===== config.mk =====
export PLATFORM = sky130hd
export DESIGN_NAME = ifid_decode_top
export DESIGN_NICKNAME = d
export VERILOG_FILES = /design/src/rv_decode_pkg.sv /design/src/rv_imm_gen.sv /design/src/rv_inst_decode.sv /design/src/ifid_stage_reg.sv /design/src/ifid_decode_top.sv
export SDC_FILE = /design/constraint.sdc
export NUM_CORES = 1
export LEC_CHECK = 0
export BUFFER_PORTS_ARGS = -buffer_cell sky130_fd_sc_hd__buf_2
export CORE_AREA = 2 2 85 169
export DETAILED_ROUTE_END_ITERATION = 10
export DIE_AREA = 0 0 87 171
export PLACE_DENSITY = 0.85
export SLEW_MARGIN = 20
export SYNTH_ARGS = -nofsm -noshare
export SYNTH_HDL_FRONTEND = slang
export SYNTH_SLANG_ARGS = --single-unit

===== constraint.sdc =====
create_clock -name clk -period 5.8 [get_ports clk]
set_input_delay 0.29 -clock clk [delete_from_list [all_inputs] [get_ports clk]]
set_output_delay 0.29 -clock clk [all_outputs]
set_load 0.01 [all_outputs]

===== src/rv_decode_pkg.sv =====
package rv_decode_pkg;

  localparam int xlen       = 64;
  localparam int ilen       = 32;
  localparam int reg_addr_w = 5;

  // RV64I major opcodes
  localparam logic [6:0] opc_load     = 7'b0000011;
  localparam logic [6:0] opc_op_imm   = 7'b0010011;
  localparam logic [6:0] opc_auipc    = 7'b0010111;
  localparam logic [6:0] opc_op_imm32 = 7'b0011011;
  localparam logic [6:0] opc_store    = 7'b0100011;
  localparam logic [6:0] opc_op       = 7'b0110011;
  localparam logic [6:0] opc_lui      = 7'b0110111;
  localparam logic [6:0] opc_op32     = 7'b0111011;
  localparam logic [6:0] opc_branch   = 7'b1100011;
  localparam logic [6:0] opc_jalr     = 7'b1100111;
  localparam logic [6:0] opc_jal      = 7'b1101111;

  // funct7 / funct6 patterns, alt selects sub and arithmetic shifts
  localparam logic [6:0] funct7_base = 7'b0000000;
  localparam logic [6:0] funct7_alt  = 7'b0100000;
  localparam logic [5:0] funct6_base = 6'b000000;
  localparam logic [5:0] funct6_alt  = 6'b010000;

  typedef enum logic [5:0] {
    op_illegal,
    // upper immediate and jumps
    op_lui,
    op_auipc,
    op_jal,
    op_jalr,
    // branches
    op_beq,
    op_bne,
    op_blt,
    op_bge,
    op_bltu,
    op_bgeu,
    // loads
    op_lb,
    op_lh,
    op_lw,
    op_ld,
    op_lbu,
    op_lhu,
    op_lwu,
    // stores
    op_sb,
    op_sh,
    op_sw,
    op_sd,
    // register-immediate
    op_addi,
    op_slti,
    op_sltiu,
    op_xori,
    op_ori,
    op_andi,
    op_slli,
    op_srli,
    op_srai,
    // register-register
    op_add,
    op_sub,
    op_sll,
    op_slt,
    op_sltu,
    op_xor,
    op_srl,
    op_sra,
    op_or,
    op_and,
    // 32-bit word ops
    op_addiw,
    op_slliw,
    op_srliw,
    op_sraiw,
    op_addw,
    op_subw,
    op_sllw,
    op_srlw,
    op_sraw
  } inst_op_e;

  typedef enum logic [2:0] {
    fmt_none,
    fmt_i,
    fmt_r,
    fmt_b,
    fmt_j,
    fmt_u,
    fmt_s
  } inst_fmt_e;

  typedef struct packed {
    logic [xlen-1:0] pc;
    logic [ilen-1:0] inst;
  } fetch_pkt_t;

  typedef struct packed {
    logic [xlen-1:0]       pc;
    logic [ilen-1:0]       inst;
    inst_op_e              op;
    inst_fmt_e             fmt;
    logic                  rs1_en;
    logic [reg_addr_w-1:0] rs1_addr;
    logic                  rs2_en;
    logic [reg_addr_w-1:0] rs2_addr;
    logic                  rd_en;
    logic [reg_addr_w-1:0] rd_addr;
    logic [xlen-1:0]       imm;
  } dec_pkt_t;

endpackage


===== src/rv_imm_gen.sv =====
module rv_imm_gen (
  input  logic [rv_decode_pkg::ilen-1:0] inst,
  input  rv_decode_pkg::inst_fmt_e       fmt,
  output logic [rv_decode_pkg::xlen-1:0] imm
);
  import rv_decode_pkg::*;

  logic [xlen-1:0] imm_i;
  logic [xlen-1:0] imm_s;
  logic [xlen-1:0] imm_b;
  logic [xlen-1:0] imm_j;
  logic [xlen-1:0] imm_u;

  assign imm_i = {{(xlen-12){inst[31]}}, inst[31:20]};
  assign imm_s = {{(xlen-12){inst[31]}}, inst[31:25], inst[11:7]};

  // branch and jump offsets are halfword aligned
  assign imm_b = {{(xlen-13){inst[31]}}, inst[31], inst[7], inst[30:25],
                  inst[11:8], 1'b0};
  assign imm_j = {{(xlen-21){inst[31]}}, inst[31], inst[19:12], inst[20],
                  inst[30:21], 1'b0};

  // upper 20 bits, sign extended past bit 31 on rv64
  assign imm_u = {{(xlen-32){inst[31]}}, inst[31:12], 12'b0};

  always_comb begin
    case (fmt)
      fmt_i:   imm = imm_i;
      fmt_s:   imm = imm_s;
      fmt_b:   imm = imm_b;
      fmt_j:   imm = imm_j;
      fmt_u:   imm = imm_u;
      default: imm = '0;
    endcase
  end

endmodule


===== src/rv_inst_decode.sv =====
module rv_inst_decode (
  input  rv_decode_pkg::fetch_pkt_t in_pkt,
  output rv_decode_pkg::dec_pkt_t   dec_pkt
);
  import rv_decode_pkg::*;

  logic [6:0]      opcode;
  logic [2:0]      funct3;
  logic [6:0]      funct7;
  logic [5:0]      funct6;
  inst_op_e        op;
  inst_fmt_e       fmt;
  logic [xlen-1:0] imm;

  assign opcode = in_pkt.inst[6:0];
  assign funct3 = in_pkt.inst[14:12];
  assign funct7 = in_pkt.inst[31:25];
  // rv64 shift amounts use bit 25, so only funct6 is fixed
  assign funct6 = in_pkt.inst[31:26];

  // operation select
  always_comb begin
    op = op_illegal;
    case (opcode)
      opc_lui:   op = op_lui;
      opc_auipc: op = op_auipc;
      opc_jal:   op = op_jal;
      opc_jalr: begin
        if (funct3 == 3'b000) begin
          op = op_jalr;
        end
      end
      opc_branch: begin
        case (funct3)
          3'b000:  op = op_beq;
          3'b001:  op = op_bne;
          3'b100:  op = op_blt;
          3'b101:  op = op_bge;
          3'b110:  op = op_bltu;
          3'b111:  op = op_bgeu;
          default: op = op_illegal;
        endcase
      end
      opc_load: begin
        case (funct3)
          3'b000:  op = op_lb;
          3'b001:  op = op_lh;
          3'b010:  op = op_lw;
          3'b011:  op = op_ld;
          3'b100:  op = op_lbu;
          3'b101:  op = op_lhu;
          3'b110:  op = op_lwu;
          default: op = op_illegal;
        endcase
      end
      opc_store: begin
        case (funct3)
          3'b000:  op = op_sb;
          3'b001:  op = op_sh;
          3'b010:  op = op_sw;
          3'b011:  op = op_sd;
          default: op = op_illegal;
        endcase
      end
      opc_op_imm: begin
        case (funct3)
          3'b000: op = op_addi;
          3'b010: op = op_slti;
          3'b011: op = op_sltiu;
          3'b100: op = op_xori;
          3'b110: op = op_ori;
          3'b111: op = op_andi;
          3'b001: begin
            if (funct6 == funct6_base) begin
              op = op_slli;
            end
          end
          default: begin
            if (funct6 == funct6_base) begin
              op = op_srli;
            end else if (funct6 == funct6_alt) begin
              op = op_srai;
            end
          end
        endcase
      end
      opc_op_imm32: begin
        case (funct3)
          3'b000: op = op_addiw;
          3'b001: begin
            if (funct7 == funct7_base) begin
              op = op_slliw;
            end
          end
          3'b101: begin
            if (funct7 == funct7_base) begin
              op = op_srliw;
            end else if (funct7 == funct7_alt) begin
              op = op_sraiw;
            end
          end
          default: op = op_illegal;
        endcase
      end
      opc_op: begin
        // M extension (funct7 = 0000001) falls through as illegal
        if (funct7 == funct7_base) begin
          case (funct3)
            3'b000:  op = op_add;
            3'b001:  op = op_sll;
            3'b010:  op = op_slt;
            3'b011:  op = op_sltu;
            3'b100:  op = op_xor;
            3'b101:  op = op_srl;
            3'b110:  op = op_or;
            default: op = op_and;
          endcase
        end else if (funct7 == funct7_alt) begin
          if (funct3 == 3'b000) begin
            op = op_sub;
          end else if (funct3 == 3'b101) begin
            op = op_sra;
          end
        end
      end
      opc_op32: begin
        if (funct7 == funct7_base) begin
          case (funct3)
            3'b000:  op = op_addw;
            3'b001:  op = op_sllw;
            3'b101:  op = op_srlw;
            default: op = op_illegal;
          endcase
        end else if (funct7 == funct7_alt) begin
          if (funct3 == 3'b000) begin
            op = op_subw;
          end else if (funct3 == 3'b101) begin
            op = op_sraw;
          end
        end
      end
      default: op = op_illegal;
    endcase
  end

  // format follows the operation
  always_comb begin
    case (op)
      op_lui, op_auipc: fmt = fmt_u;
      op_jal:           fmt = fmt_j;
      op_beq, op_bne, op_blt, op_bge, op_bltu, op_bgeu: fmt = fmt_b;
      op_sb, op_sh, op_sw, op_sd: fmt = fmt_s;
      op_jalr, op_lb, op_lh, op_lw, op_ld, op_lbu, op_lhu, op_lwu,
      op_addi, op_slti, op_sltiu, op_xori, op_ori, op_andi,
      op_slli, op_srli, op_srai,
      op_addiw, op_slliw, op_srliw, op_sraiw: fmt = fmt_i;
      op_add, op_sub, op_sll, op_slt, op_sltu, op_xor, op_srl, op_sra,
      op_or, op_and, op_addw, op_subw, op_sllw, op_srlw, op_sraw: fmt = fmt_r;
      default:          fmt = fmt_none;
    endcase
  end

  rv_imm_gen u_rv_imm_gen (
    .inst (in_pkt.inst),
    .fmt  (fmt),
    .imm  (imm)
  );

  always_comb begin
    dec_pkt.pc       = in_pkt.pc;
    dec_pkt.inst     = in_pkt.inst;
    dec_pkt.op       = op;
    dec_pkt.fmt      = fmt;
    // addresses are raw fields, enables tell which ones are live
    dec_pkt.rs1_addr = in_pkt.inst[19:15];
    dec_pkt.rs2_addr = in_pkt.inst[24:20];
    dec_pkt.rd_addr  = in_pkt.inst[11:7];
    dec_pkt.imm      = imm;
    case (fmt)
      fmt_i: begin
        dec_pkt.rs1_en = 1'b1;
        dec_pkt.rs2_en = 1'b0;
        dec_pkt.rd_en  = 1'b1;
      end
      fmt_r: begin
        dec_pkt.rs1_en = 1'b1;
        dec_pkt.rs2_en = 1'b1;
        dec_pkt.rd_en  = 1'b1;
      end
      fmt_b, fmt_s: begin
        dec_pkt.rs1_en = 1'b1;
        dec_pkt.rs2_en = 1'b1;
        dec_pkt.rd_en  = 1'b0;
      end
      fmt_j, fmt_u: begin
        dec_pkt.rs1_en = 1'b0;
        dec_pkt.rs2_en = 1'b0;
        dec_pkt.rd_en  = 1'b1;
      end
      default: begin
        dec_pkt.rs1_en = 1'b0;
        dec_pkt.rs2_en = 1'b0;
        dec_pkt.rd_en  = 1'b0;
      end
    endcase
  end

endmodule


===== src/ifid_stage_reg.sv =====
module ifid_stage_reg (
  input  logic                    clk,
  input  logic                    rst_n,
  input  logic                    flush,
  input  logic                    in_valid,
  output logic                    in_ready,
  input  rv_decode_pkg::dec_pkt_t in_pkt,
  output logic                    out_valid,
  input  logic                    out_ready,
  output rv_decode_pkg::dec_pkt_t out_pkt
);
  import rv_decode_pkg::*;

  logic     valid_q;
  dec_pkt_t pkt_q;
  logic     load;

  // accept when empty or draining this cycle, never during flush
  assign in_ready = !flush && (!valid_q || out_ready);
  assign load     = in_valid && in_ready;

  always_ff @(posedge clk or negedge rst_n) begin
    if (!rst_n) begin
      valid_q <= 1'b0;
    end else if (flush) begin
      valid_q <= 1'b0;
    end else if (load) begin
      valid_q <= 1'b1;
    end else if (out_ready) begin
      valid_q <= 1'b0;
    end
  end

  // payload only moves on an accepted beat, so it holds under back-pressure
  always_ff @(posedge clk) begin
    if (load) begin
      pkt_q <= in_pkt;
    end
  end

  assign out_valid = valid_q;
  assign out_pkt   = pkt_q;

endmodule


===== src/ifid_decode_top.sv =====
module ifid_decode_top (
  input  logic                      clk,
  input  logic                      rst_n,
  input  logic                      flush,
  input  logic                      in_valid,
  output logic                      in_ready,
  input  rv_decode_pkg::fetch_pkt_t in_pkt,
  output logic                      out_valid,
  input  logic                      out_ready,
  output rv_decode_pkg::dec_pkt_t   out_pkt
);
  import rv_decode_pkg::*;

  // decoded view of the incoming fetch packet
  dec_pkt_t dec_pkt;

  rv_inst_decode u_rv_inst_decode (
    .in_pkt  (in_pkt),
    .dec_pkt (dec_pkt)
  );

  ifid_stage_reg u_ifid_stage_reg (
    .clk       (clk),
    .rst_n     (rst_n),
    .flush     (flush),
    .in_valid  (in_valid),
    .in_ready  (in_ready),
    .in_pkt    (dec_pkt),
    .out_valid (out_valid),
    .out_ready (out_ready),
    .out_pkt   (out_pkt)
  );

endmodule


Word-level counts from Yosys, hierarchy flattened
Memories as Yosys holds them, arrays and structs flattened.
Cells that the tools add are included.

storage, ports and cells
  ROM bits = 192
  input bits = 101
  word-level logic and storage cells = 81
  RAM bits = 0
  flip-flop bits (word level) = 188
  bits in latches = 0
  memories = 1

memories
  memory           depth  width  read ports  clocked after memory_dff  write ports  line                   source
  (no name shown)  64     3      1           0                         0            rv_inst_decode.sv:148  case (op)

operators by class
  multipliers = 0
  equal/unequal tests = 26
  shift operators = 0
  divide/modulo/power cells = 0
  reduce and logical (&&, ||, !) cells = 12
  magnitude comparators = 0
  add/subtract/negate cells = 0
  bitwise gates (word level) = 0
  mux-type cells = 30

operators with widths
  operator            count
  $pmux 64 s5         1
  $pmux 6 s7          2
  $mux 6              12
  $pmux 6 s11         1
  $pmux 6 s3          2
  $eq 7x6->1 const B  5
  $pmux 5 s7          1
  $pmux 4 s6          1
  $eq 3x3->1 const B  7
  $eq 7x5->1 const B  3
  $eq 7x7->1 const B  3
  $pmux 5 s4          1
  $eq 3x2->1 const B  4
  $mux 5              2
  $reduce_or 4->1     2
  $eq 7x2->1 const B  1
  $logic_not 7->1     1
  $eq 3x1->1 const B  2
  $eq 6x5->1 const B  1
  $logic_not 6->1     1
  $mux 1              6
  $logic_not 3->1     1
  $mux 3              1
  $reduce_bool 3->1   1
  4 further kinds     6

Longest topological paths before layout
An unclocked memory read counts as a cell.

  depth in word-level cells = 10
  depth in mapped cells = 17
  gate-level depth less buffers = 15

By module
Synthesis repeated with hierarchy kept, for this count alone.

second synthesis, totals
  cells, all modules = 600
  area, all modules = 8498.2 µm²

modules (own cells, without submodules)
  module          cells each  seq. area each (µm²)  instances  area an instance (µm²)
  ifid_stage_reg  192         5640.4                1          5680.4
  rv_inst_decode  299         0.0                   1          2035.7
  rv_imm_gen      109         0.0                   1          782.0

Worst setup path after synthesis
Ideal clock, no wire load.

  path type = flip-flop to flip-flop
  start point = register u_ifid_stage_reg.valid_q (netlist: u_ifid_stage_reg.out_valid)
  end point = register u_ifid_stage_reg.pkt_q, in the netlist u_ifid_stage_reg.out_pkt[0] (enable)
  slack = 1284 ps
  period minus slack after synthesis = 4516 ps
  arrival time = 4001 ps
  buffers on the path = 0
  cell stages (with the launch flop) = 4
  setup time = 516 ps
  cell sequence = dfrtp_1 nor2b_1 nor2_1 and2_1

on the way
  longest elaborated chain between the ends = 4

RTL lines
  what                             line                  source
  from (decl)                      ifid_stage_reg.sv:14  logic valid_q;
  from (signal assigned)           ifid_stage_reg.sv:24  valid_q <= 1'b0;
  from (signal assigned)           ifid_stage_reg.sv:26  valid_q <= 1'b0;
  from (signal assigned)           ifid_stage_reg.sv:28  valid_q <= 1'b1;
  $logic_not 1->1                  ifid_stage_reg.sv:19  assign in_ready = !flush && (!valid_q || out_ready);
  $logic_or 1x1->1                 ifid_stage_reg.sv:19
  $logic_and 1x1->1                ifid_stage_reg.sv:19
  named net in_ready               ifid_decode_top.sv:6  output logic in_ready,
  $logic_and 1x1->1                ifid_stage_reg.sv:20  assign load = in_valid && in_ready;
  named net u_ifid_stage_reg.load  ifid_stage_reg.sv:16  logic load;
  to (signal assigned)             ifid_stage_reg.sv:37  pkt_q <= in_pkt;
  to (decl)                        ifid_stage_reg.sv:15  dec_pkt_t pkt_q;

The timed path passes the listed nets, and every way through them passes these cells.
A chain may end at the register's enable or synchronous reset.

==> impl_metrics.env <==
export IMPL_status="finished clean"
export IMPL_grt_util_all_layers_pct=19.5
export IMPL_htreeDepth=4
export IMPL_grt_pass1_wl_um=22100
export IMPL_die_y_um=171
export IMPL_synthArstFlopShare_pct=0.709
export IMPL_yosysTopAreaCell="edfxtp_1"
export IMPL_grt_max_degree=87
export IMPL_core_area_mm2=0.0137
export IMPL_vias=4419
export IMPL_synth_area_mm2=0.00624
export IMPL_pre_cts_ws_ns=1.34
export IMPL_dieWidth_um=87
export IMPL_cts_tree="yes"
export IMPL_critPathArrivalTime_ns=4.05
export IMPL_clkSinkCount=141
export IMPL_dp_cells=807
export IMPL_fin_ws_ns=1.91
export IMPL_ys_top_cells_by_area="edfxtp_1 67%, buf_4 5.9%, a22o_1 1.5%"
export IMPL_synth_ff_type="edfxtp_1"
export IMPL_fin_crit_sh_pct=67.0
export IMPL_drc=0
export IMPL_critPathSlowestCell="a311oi_1"
export IMPL_drv_slew=0
export IMPL_yosys_cell_types_count=77
export IMPL_syn_nets=530
export IMPL_cp_cell_sequence="buf_2 -> nand2_1 -> nor4b_2 -> o21ai_0 -> o211ai_1 -> a311oi_1 -> inv_1 -> ha_1 -> or4_1 -> a211oi_1 -> nor3_2 -> buf_4 -> and2_0 -> a21o_1"
export IMPL_finalPower_mw=2.47
export IMPL_tightestPinTransition_ns=1.02
export IMPL_grt_pass1_vias=4330
export IMPL_dr_pass1_iters=4
export IMPL_drt_total_wl_um=14900
export IMPL_worstPathRequired_ns=5.96
export IMPL_fmax_mhz=257
export IMPL_drive_gt1_share_pct=51.0
export IMPL_ys_warn_count=0
export IMPL_dpl_hpwl_um=11000
export IMPL_final_util_pct=58.8
export IMPL_area_growth_pct=28.5
export IMPL_final_cells=839
export IMPL_die_area_mm2=0.0149
export IMPL_ys_ff_latch=141
export IMPL_avgSynthCellArea_um2=14.7
export IMPL_finalHoldViolations=0
export IMPL_grt_ovfl_total=0
export IMPL_start_kind="input port"
export IMPL_wl_per_cell_um=17.7
export IMPL_p_leak_nw=3.35
export IMPL_vias_per_cell=5.27
export IMPL_clkSlewWorstSetupHoldPaths_ns=0.06
export IMPL_cts_inserted_buffers=17
export IMPL_max_slew_margin_pct=31.7
export IMPL_io_pins=290
export IMPL_synth_top_area_share_pct=67.3
export IMPL_final_nets=775
export IMPL_numPortBuffers=289
export IMPL_worstSetupEndpointType="flip-flop"
export IMPL_max_stage_delay_ns=0.54
export IMPL_max_cap_viol_count=0
export IMPL_period_minus_slack_ns=3.89
export IMPL_clk_path_buf_depth=2
export IMPL_drt_iter0_drc=176
export IMPL_cts_resized=0
export IMPL_yosysSeqAreaShare_pct=67.7
export IMPL_ant_nets=0
export IMPL_crit_path_max_fanout=25
export IMPL_synth_cells=425
export IMPL_synth_edff_count=140
export IMPL_clk_latency_ns=0.41
export IMPL_crit_type="in -> reg"
export IMPL_vdd_ir_drop_worst_uv=207
export IMPL_finalSetupViolCount=0
export IMPL_hp_class="in -> reg"
export IMPL_fin_area_mm2=0.00803
export IMPL_start_util_pct=45.7
export IMPL_whs_ns=0.0546
export IMPL_post_dp_cell_area_mm2=0.00744
export IMPL_row_count=61
export IMPL_setup_tns_ns=0
export IMPL_rsz0062_at_grt="false"
export IMPL_antenna_cells=0
export IMPL_power_density_mw_per_mm2=307
export IMPL_cts_root_buf="clkbuf_16"
export IMPL_skew_ns=0.0105
export IMPL_place_congestion=0.949
export IMPL_antenna_found_initial=0
[synthesized netlist by cell type (7+ instances only)]
| library cell | n |
|---|---|
| mux2i_1 | 7 |
| o21ai_0 | 11 |
| a21o_1 | 8 |
| a22o_1 | 11 |
| nand2_1 | 14 |
| edfxtp_1 | 140 |
| a21oi_1 | 10 |
| nor2_1 | 23 |
| buf_2 | 12 |
| buf_4 | 49 |
| inv_1 | 11 |
| nor3_1 | 11 |
| and2_1 | 10 |
| nor2b_1 | 7 |
[cell type report]
type / count / area, µm²
clock buffer: 18 / 429
multi-input combinational: 205 / 1510
clock inverter: 13 / 141
sequential: 141 / 4230
fill: 1061 / 5640
tap: 157 / 196
inverter: 13 / 51.3
timing repair buffer: 292 / 1470
[cell usage in the layout (no fill, tap or decap), drive strengths merged, types with 8 or more instances in the layout]
| cell | netlist | layout |
|---|---|---|
| inv | 13 | 16 |
| nor3 | 12 | 12 |
| clkbuf | 2 | 18 |
| o21ai | 13 | 13 |
| edfxtp | 140 | 140 |
| nand2 | 15 | 15 |
| a21o | 8 | 8 |
| nor2 | 25 | 25 |
| buf | 64 | 291 |
| a21oi | 10 | 10 |
| a22o | 11 | 11 |
| and2 | 11 | 11 |
[what timing repair did]
item / in CTS / in global routing
endpoints found under the hold margin: 1 / 0
hold buffers: 1 / 0
setup buffers: 0 / 0
[worst max-delay path, delay by kind of cell]
family | cells | cell delay, ns
simple gates | 5 | 1.41
buf+inv | 3 | 0.69
compound gates | 5 | 1.39
fa+ha+maj | 1 | 0.25
[routing by layer]
| layer | global-route usage [%] | share of wire, % |
|---|---|---|
| met5 | 0 | 0 |
| met4 | 7.40 | 2.3 |
| met3 | 6.37 | 9.4 |
| met2 | 33.2 | 51 |
| met1 | 22.3 | 37 |
[kinds of logic after synthesis]
family          Yosys count  synth area share [%]
flops                   141                  67.7
buf+inv                  79                  8.34
xor+xnor                  4                 0.862
fa+ha+maj                 4                 0.801
compound gates           77                  9.68
simple gates            111                  11.1
mux                       9                  1.48
[where the power goes]
group / switching [mW] / leakage, nW / internal, mW
Clock: 0.401 / 0.263 / 0.632
Combinational: 0.144 / 1.79 / 0.0945
Sequential: 0.0145 / 1.30 / 1.18
[flip-flops by register name, summed over array words and instances (netlist names)]
register / cells
u_ifid_stage_reg.out_pkt: 140
u_ifid_stage_reg.out_valid: 1
[worst paths after layout]
check / startpoint / to / slack (ns) / depth (start not counted)
setup / recovery: in_pkt[12] / u_ifid_stage_reg.out_pkt[16]$_DFFE_PP_ / 1.91 / 14
hold / removal: in_pkt[78] / u_ifid_stage_reg.out_pkt[169]$_DFFE_PP_ / 0.05 / 1
setup reg to reg: u_ifid_stage_reg.out_valid$_DFFE_PN0P_ / u_ifid_stage_reg.out_pkt[11]$_DFFE_PP_ / 3.21 / 4
hold reg to reg: u_ifid_stage_reg.out_valid$_DFFE_PN0P_ / u_ifid_stage_reg.out_valid$_DFFE_PN0P_ / 0.70 / 3
max in group asynchronous: rst_n / u_ifid_stage_reg.out_valid$_DFFE_PN0P_ / 5.52 / 2
min in group asynchronous: rst_n / u_ifid_stage_reg.out_valid$_DFFE_PN0P_ / 0.19 / 2
Power figures use the tool's default switching activity.
